### config.mk
export PLATFORM = sky130hd
export DESIGN_NAME = uart_top
export DESIGN_NICKNAME = d
export VERILOG_FILES = /design/src/common/uart_pkg.sv /design/src/design/uart_top.sv /design/src/uart/serial_rx.sv /design/src/uart/serial_tx.sv /design/src/design/char_fifo.sv
export SDC_FILE = /design/constraint.sdc
export NUM_CORES = 1
export LEC_CHECK = 0
export ABC_CLOCK_PERIOD_IN_PS = 4000
export BUFFER_PORTS_ARGS = -buffer_cell sky130_fd_sc_hd__buf_4
export CAP_MARGIN = 20
export CORE_UTILIZATION = 45
export DETAILED_ROUTE_END_ITERATION = 10
export MAX_ROUTING_LAYER = met4
export PLACE_DENSITY = 0.68
export SYNTH_ARGS = -nofsm -noshare
export SYNTH_HDL_FRONTEND = slang
export SYNTH_SLANG_ARGS = --single-unit
export TNS_END_PERCENT = 20
### constraint.sdc
create_clock -name clk -period 4 [get_ports clk]
set_input_delay 0.6 -clock clk [delete_from_list [all_inputs] [get_ports clk]]
set_output_delay 0.6 -clock clk [all_outputs]
set_load 0.02 [all_outputs]
### src/common/uart_pkg.sv
// shared definitions for the UART RTL and testbench
// 8N1 only, so no parity or word-length options live here
// bit_period truncates; pick clk_freq as a multiple of bit_freq

package uart_pkg;

  localparam logic start_bit  = 1'b0; // line level of the start bit
  localparam logic stop_bit   = 1'b1; // line level of stop bit and idle line
  localparam int   frame_bits = 10;   // start + 8 data + stop

  // one entry of the receive FIFO
  typedef struct packed {
    logic       frame_err; // stop bit sampled low
    logic [7:0] data;      // received byte
  } rx_char_t;

  // clocks per bit on the line
  function automatic int bit_period(input int clk_freq, input int bit_freq);
    return clk_freq / bit_freq;
  endfunction

endpackage
### src/design/uart_top.sv
`timescale 1ns/1ps
// UART with a transmit FIFO and a receive FIFO on the host side
// 8N1 only, no flow control; host bytes wait until the line is free
// a received character finding the FIFO full is dropped and overrun pulses

module uart_top
  import uart_pkg::*;
#(
  parameter int clk_freq   = 125_000_000, // Hz
  parameter int bit_freq   = 7_812_500,   // baud, 16 clocks per bit here
  parameter int fifo_depth = 8            // each FIFO, power of two
) (
  input  logic       clk,
  input  logic       arst_n,
  input  logic       tx_valid,     // host write
  input  logic [7:0] tx_data,
  output logic       tx_ready,
  output logic       rx_valid,     // host read
  output logic [7:0] rx_data,
  output logic       rx_frame_err, // stop bit of this char was low
  input  logic       rx_ready,
  input  logic       rxd,          // line in
  output logic       txd,          // line out
  output logic       overrun       // one-cycle pulse per dropped char
);

  logic       ser_valid;   // tx FIFO head ready to send
  logic [7:0] ser_data;
  logic       ser_ready;   // transmitter idle
  logic       char_valid;  // receiver pulse
  logic [7:0] char_data;
  logic       char_err;
  logic       rx_room;     // rx FIFO not full
  rx_char_t   rx_wr_entry;
  rx_char_t   rx_rd_entry;

  char_fifo #(
    .fifo_depth (fifo_depth),
    .payload_t  (byte)
  ) i_tx_fifo (
    .clk       (clk),
    .arst_n    (arst_n),
    .in_valid  (tx_valid),
    .in_data   (tx_data),
    .in_ready  (tx_ready),
    .out_valid (ser_valid),
    .out_data  (ser_data),
    .out_ready (ser_ready)
  );

  serial_tx #(
    .clk_freq (clk_freq),
    .bit_freq (bit_freq)
  ) i_serial_tx (
    .clk      (clk),
    .arst_n   (arst_n),
    .in_valid (ser_valid),
    .in_data  (ser_data),
    .in_ready (ser_ready),
    .txd      (txd)
  );

  serial_rx #(
    .clk_freq (clk_freq),
    .bit_freq (bit_freq)
  ) i_serial_rx (
    .clk        (clk),
    .arst_n     (arst_n),
    .rxd        (rxd),
    .char_valid (char_valid),
    .char_data  (char_data),
    .char_err   (char_err)
  );

  assign rx_wr_entry = '{frame_err: char_err, data: char_data};

  char_fifo #(
    .fifo_depth (fifo_depth),
    .payload_t  (rx_char_t)
  ) i_rx_fifo (
    .clk       (clk),
    .arst_n    (arst_n),
    .in_valid  (char_valid), // no hold, a full FIFO drops it
    .in_data   (rx_wr_entry),
    .in_ready  (rx_room),
    .out_valid (rx_valid),
    .out_data  (rx_rd_entry),
    .out_ready (rx_ready)
  );

  assign rx_data      = rx_rd_entry.data;
  assign rx_frame_err = rx_rd_entry.frame_err;

  always_ff @(posedge clk or negedge arst_n)
  begin
    if (!arst_n)
      overrun <= 1'b0;
    else
      overrun <= char_valid && !rx_room; // char lost
  end

endmodule

### src/uart/serial_rx.sv
`timescale 1ns/1ps
// 8N1 receiver, one sample per bit at mid-bit
// no re-sync on edges inside a frame, so the baud ratio must be accurate
// char_valid is a single-cycle pulse with no back-pressure

module serial_rx
  import uart_pkg::*;
#(
  parameter int clk_freq = 125_000_000, // Hz
  parameter int bit_freq = 7_812_500    // baud
) (
  input  logic       clk,
  input  logic       arst_n,
  input  logic       rxd,        // async line in
  output logic       char_valid, // pulse at mid stop bit
  output logic [7:0] char_data,  // lsb arrives first
  output logic       char_err    // stop bit was low
);

  localparam int period    = bit_period(clk_freq, bit_freq);
  localparam int full_time = period - 1;        // reload for a whole bit
  localparam int half_time = (period >> 1) - 1; // edge to mid-bit
  localparam int tw        = $clog2(period);

  logic [2:0]    sync;  // three-stage synchronizer
  logic          rx_in; // synchronized line level
  logic [tw-1:0] timer; // down-counter to next sample
  logic [3:0]    bits;  // 0 hunt, 1 start, 2..9 data, 10 stop
  logic          sample_data; // shift enable for the data register

  always_ff @(posedge clk or negedge arst_n)
  begin
    if (!arst_n)
      sync <= '1; // idle line is high
    else
      sync <= {sync[1:0], rxd};
  end

  assign rx_in = sync[2];

  // start bit and data bits all shift in, start drops out the bottom
  assign sample_data = (timer == '0) && (bits != 4'd0) && (bits != 4'(frame_bits));

  always_ff @(posedge clk or negedge arst_n)
  begin
    if (!arst_n)
    begin
      timer      <= '0;
      bits       <= '0;
      char_valid <= 1'b0;
      char_err   <= 1'b0;
    end
    else
    begin
      char_valid <= 1'b0; // single-cycle pulse
      if (timer != '0)
        timer <= timer - 1'b1; // wait for next mid-bit
      else if (bits == 4'd0)
      begin
        if (rx_in == start_bit) // possible start
        begin
          timer <= tw'(half_time);
          bits  <= 4'd1;
        end
      end
      else if ((bits == 4'd1) && (rx_in != start_bit))
        bits <= 4'd0; // glitch, back to hunting
      else if (bits == 4'(frame_bits))
      begin
        char_valid <= 1'b1;
        char_err   <= (rx_in != stop_bit);
        bits       <= 4'd0;
        if (rx_in != stop_bit)
          timer <= tw'(half_time); // let the bad stop bit pass first
      end
      else
      begin
        timer <= tw'(full_time); // next mid-bit
        bits  <= bits + 1'b1;
      end
    end
  end

  // payload only, read together with char_valid
  always_ff @(posedge clk)
  begin
    if (sample_data)
      char_data <= {rx_in, char_data[7:1]}; // lsb first
  end

  // one character per frame, and frames are far longer than a cycle
  a_valid_pulse: assert property (
    @(posedge clk) disable iff (!arst_n) char_valid |=> !char_valid
  ) else $error("serial_rx: char_valid high two cycles in a row");

endmodule

### src/uart/serial_tx.sv
`timescale 1ns/1ps
// 8N1 transmitter with its own bit timer
// accepts a byte only while idle; txd low on the cycle after acceptance
// the stop bit is held a full bit period before the next byte is taken

module serial_tx
  import uart_pkg::*;
#(
  parameter int clk_freq = 125_000_000, // Hz
  parameter int bit_freq = 7_812_500    // baud
) (
  input  logic       clk,
  input  logic       arst_n,
  input  logic       in_valid,
  input  logic [7:0] in_data,
  output logic       in_ready, // high only when idle
  output logic       txd       // serial line out
);

  localparam int period    = bit_period(clk_freq, bit_freq);
  localparam int full_time = period - 1; // one bit of cycles
  localparam int tw        = $clog2(period);
  localparam int cw        = $clog2(frame_bits);

  logic [frame_bits-1:0] shreg; // frame, bit 0 on the line
  logic [tw-1:0]         timer; // cycles left in current bit
  logic [cw-1:0]         left;  // bits still to shift out
  logic                  busy;  // frame in progress
  logic                  take;  // handshake

  assign in_ready = !busy;
  assign take     = in_valid && in_ready;
  assign txd      = shreg[0]; // straight from a flop

  always_ff @(posedge clk or negedge arst_n)
  begin
    if (!arst_n)
    begin
      shreg <= '1; // idle high
      timer <= '0;
      left  <= '0;
      busy  <= 1'b0;
    end
    else if (take)
    begin
      shreg <= {stop_bit, in_data, start_bit}; // start goes out first
      timer <= tw'(full_time);
      left  <= cw'(frame_bits - 1);
      busy  <= 1'b1;
    end
    else if (busy)
    begin
      if (timer != '0)
        timer <= timer - 1'b1;
      else if (left != '0)
      begin
        shreg <= {stop_bit, shreg[frame_bits-1:1]}; // fill with idle level
        timer <= tw'(full_time);
        left  <= left - 1'b1;
      end
      else
        busy <= 1'b0; // stop bit done
    end
  end

  // line must rest at the stop level between frames
  a_idle_high: assert property (
    @(posedge clk) disable iff (!arst_n) !busy |-> (txd == stop_bit)
  ) else $error("serial_tx: txd low while idle");

endmodule

### src/design/char_fifo.sv
`timescale 1ns/1ps
// synchronous FIFO, valid/ready on both sides
// fifo_depth must be a power of two and at least 2
// write shows on the read side one cycle later; no same-cycle bypass

module char_fifo #(
  parameter int  fifo_depth = 8,          // entries
  parameter type payload_t  = logic [7:0] // entry type
) (
  input  logic     clk,
  input  logic     arst_n,
  input  logic     in_valid,
  input  payload_t in_data,
  output logic     in_ready, // low exactly when full
  output logic     out_valid,
  output payload_t out_data,
  input  logic     out_ready
);

  localparam int aw = $clog2(fifo_depth);

  payload_t      mem [fifo_depth]; // storage, no reset
  logic [aw-1:0] wr_ptr;           // next slot to write
  logic [aw-1:0] rd_ptr;           // oldest entry
  logic [aw:0]   count;            // occupancy 0..fifo_depth
  logic          push;
  logic          pop;

  assign in_ready  = (count != (aw+1)'(fifo_depth));
  assign out_valid = (count != '0);
  assign out_data  = mem[rd_ptr];
  assign push      = in_valid && in_ready;
  assign pop       = out_valid && out_ready;

  always_ff @(posedge clk or negedge arst_n)
  begin
    if (!arst_n)
    begin
      wr_ptr <= '0;
      rd_ptr <= '0;
      count  <= '0;
    end
    else
    begin
      if (push)
        wr_ptr <= wr_ptr + 1'b1; // wraps, depth is 2**aw
      if (pop)
        rd_ptr <= rd_ptr + 1'b1;
      if (push && !pop)
        count <= count + 1'b1;
      else if (pop && !push)
        count <= count - 1'b1;
    end
  end

  always_ff @(posedge clk)
  begin
    if (push)
      mem[wr_ptr] <= in_data;
  end

  // full with no read: stays full, head entry not overwritten
  a_no_write_full: assert property (
    @(posedge clk) disable iff (!arst_n)
    !in_ready && !out_ready |=> !in_ready && $stable(out_data)
  ) else $error("char_fifo: entry changed while full");

  // empty with no write: nothing appears at the read side
  a_no_read_empty: assert property (
    @(posedge clk) disable iff (!arst_n)
    !out_valid && !in_valid |=> !out_valid
  ) else $error("char_fifo: data out of an empty FIFO");

endmodule

==> results.json <==
{
  "fin_nets": 536,
  "clkSinkCount": 196,
  "path_clk_slew_ns": 0.07,
  "r2r_cells": 9,
  "synth-seq-area-share_pct": 70.0,
  "finClkSkew_ns": 0.0260,
  "crit_fanout": 14,
  "antenna_found_initial": 0,
  "power_density_nw_per_um2": 620,
  "viasPerCell": 5.38,
  "combPwrFrac_pct": 20.7,
  "cts_hold_buf": 0,
  "insertion_delay_ns": 0.44,
  "place_congestion": 0.790,
  "num_rows": 48,
  "avgRoutedWirePerCell_um": 17.5,
  "r2r_start": "i_tx_fifo.count[0]$_DFFE_PN0P_",
  "crit_arrival_ns": 3.45,
  "min_path_type": "primary input to asynchronous set/reset pin",
  "gr-usage-all-layers_pct": 16.6,
  "area_growth_pct": 13.3,
  "dpl.hpwl_um": 8480,
  "avgSynthCellArea_um2": 16.9,
  "fmax_mhz": 319,
  "clock_path_buffers": 2,
  "synth_fp_nets": 504,
  "layout_common_cells": "edfxtp_1, dfrtp_1, nand2_1, mux4_2, buf_4",
  "drive_gt1_share_pct": 26.9,
  "vias": 4016,
  "final_common_cell": "edfxtp_1",
  "cts_resized": 0,
  "drc": 0,
  "pwr-share-clk_pct": 30.6,
  "port-buffer-count": 25,
  "synth-async-reset-ratio_pct": 26.5,
  "drtIter0Drc": 339,
  "diodes": 0,
  "syn_inst": 476,
  "intPower_mw": 4.03,
  "yosys_warnings": 0,
  "report.final.hold_viol_count": 0,
  "p_leak_nw": 3.26,
  "synth-edff-count": 144,
  "die_area_um2": 18400,
  "maxSlewViolCount": 0,
  "slew_headroom_pct": 34.1,
  "grt_pass1_vias": 4199,
  "core-area_um2": 17400,
  "cts_max_level": 4,
  "ys_ff_latch": 196,
  "ys_types": 55,
  "r2r-end": "i_tx_fifo.count[3]$_DFFE_PN0P_",
  "initial_core_util_pct": 46.2,
  "switching_power_mw": 1.62,
  "tightest_slew_ns": 0.985,
  "firstDrtPassIters": 4,
  "die_x_um": 136,
  "r2r_slack_ns": 0.86,
  "endpoint_kind": "flop",
  "setup_viol": 0,
  "required_ns": 4.31,
  "holdWs_ns": 0.193,
  "cap_violations": 0,
  "ioPinCount": 26,
  "netlist_area_um2": 8050,
  "numCtsBuffers": 17,
  "fp.dieH_um": 136,
  "cp-start-kind": "flop",
  "wl_um": 13000,
  "p_sw_share_pct": 28.6,
  "drtAntennaViolNets": 0,
  "final.min_clock_period_ns": 3.14,
  "status": "complete, no violations",
  "clockRootBuffer": "clkbuf_16",
  "cts_tree": "done",
  "grt_max_degree": 53,
  "rsz0062_at_grt": "no",
  "overflow": 0,
  "ys.flop_type": "edfxtp_1",
  "p_seq_share_pct": 48.7,
  "post-cts-setup-buffers": 0,
  "fin_setup_tns_ns": 0,
  "grt_pass1_wl_um": 21700,
  "finalCritPeriodShare_pct": 78.5,
  "p_total_mw": 5.65,
  "vdd_drop_max_mv": 0.364,
  "crit_type": "flop to flop"
}
[critical path, cell delays in order, from the launching register on]
cell and delay (ns):
dfrtp_1 0.47, nor4_2 0.11, nor2_1 0.73, inv_2 0.22, ha_1 0.30, inv_1 0.16, ha_1 0.26, a21o_1 0.21
a2111oi_0 0.42, o31ai_1 0.13
[cell type report]
class	count	area [um2]
multi-input cells	238	2250
clock inverters	15	185
flip-flops and latches	196	5640
well taps	225	282
repair buffers	33	260
inverters	22	82.6
fillers	1399	8290
clock buffers	17	425
[metal layers]
metal	share of wire [%]	GRT usage, %	vias up	wire length [um]
li1	-	-	1900	-
met2	52	26.8	49	6740
met1	45	20.2	2057	5830
met5	0	-	-	0
met3	2.4	3.85	10	309
met4	1.3	6.37	0	165
[cell families (layout without fill, tap and decap cells)]
group	Yosys count	count (layout)	share of synthesized area, %
AO/OA/AOI/OAI	48	48	4.46
XOR/XNOR	17	17	1.85
adder cells (fa/ha/maj)	15	15	2.52
buffers and inverters	42	87	2.39
flip-flops	196	196	70.0
multiplexers	54	54	12.2
AND/OR/NAND/NOR	104	104	6.51
[stage by stage]
stage	area, um2	cells	utilization, %	worst slack, ns
2_1_floorplan	8050	476	-	1.51
3_3_place_gp	8510	714	48.9	0.998
3_5_place_dp	8510	714	48.9	0.811
4_1_cts	9120	746	52.4	0.806
5_1_grt	9120	746	52.4	0.550
6_report	9120	746	52.4	0.861
[how the worst max path moves through the flow]
stage / start / end / slack, ns / cells after the start
floorplan: i_tx_fifo.count[0]$_DFFE_PN0P_ / i_tx_fifo.count[3]$_DFFE_PN0P_ / 1.51 / 10
global placement: i_tx_fifo.count[0]$_DFFE_PN0P_ / i_tx_fifo.count[3]$_DFFE_PN0P_ / 1.0 / 9
detailed placement: i_tx_fifo.count[0]$_DFFE_PN0P_ / i_tx_fifo.count[3]$_DFFE_PN0P_ / 0.81 / 9
CTS: i_tx_fifo.count[0]$_DFFE_PN0P_ / i_tx_fifo.count[3]$_DFFE_PN0P_ / 0.81 / 9
global route: i_tx_fifo.count[0]$_DFFE_PN0P_ / i_tx_fifo.count[3]$_DFFE_PN0P_ / 0.55 / 9
finish: i_tx_fifo.count[0]$_DFFE_PN0P_ / i_tx_fifo.count[3]$_DFFE_PN0P_ / 0.86 / 9
[registers in the layout, indices dropped and copies added (netlist names), 4 cells and up]
register and cells:
i_serial_tx.shreg 9, i_tx_fifo.count 4, i_rx_fifo.mem 72, i_serial_tx.timer 4, i_serial_tx.left 4, i_serial_rx.bits 4
i_tx_fifo.mem 64, i_rx_fifo.count 4, i_serial_rx.char_data 8, i_serial_rx.timer 4
[power groups by stage]
| stage | clock, mW | combinational, mW | sequential [mW] |
|---|---|---|---|
| 4_1_cts | 1.77 | 1.20 | 2.76 |
| 2_1_floorplan | 0 | 0.981 | 2.62 |
| 5_1_grt | 1.86 | 1.30 | 2.80 |
| 6_report | 1.73 | 1.17 | 2.75 |
| 3_3_place_gp | 0 | 1.15 | 2.77 |
| 3_5_place_dp | 0 | 1.19 | 2.80 |
[synth_stat cells, types with 3 or more instances]
master / n / area (um2)
a22oi_1: 9 / 67.6
mux2_2: 15 / 169
clkbuf_1: 9 / 33.8
xor2_1: 4 / 35.0
nand3_1: 11 / 55.1
ha_1: 13 / 163
o211ai_1: 7 / 52.6
o21ai_0: 8 / 40.0
mux4_2: 34 / 766
nor2_1: 14 / 52.6
dfstp_2: 12 / 315
dfrtp_1: 40 / 1000
buf_6: 3 / 33.8
a21oi_1: 6 / 30.0
buf_2: 4 / 20.0
nand2_1: 36 / 135
nor3_1: 20 / 100
edfxtp_1: 144 / 4320
nand2b_1: 5 / 31.3
mux2i_1: 4 / 40.0
xnor2_1: 13 / 114
inv_1: 21 / 78.8
Power figures use the tool's default switching activity.
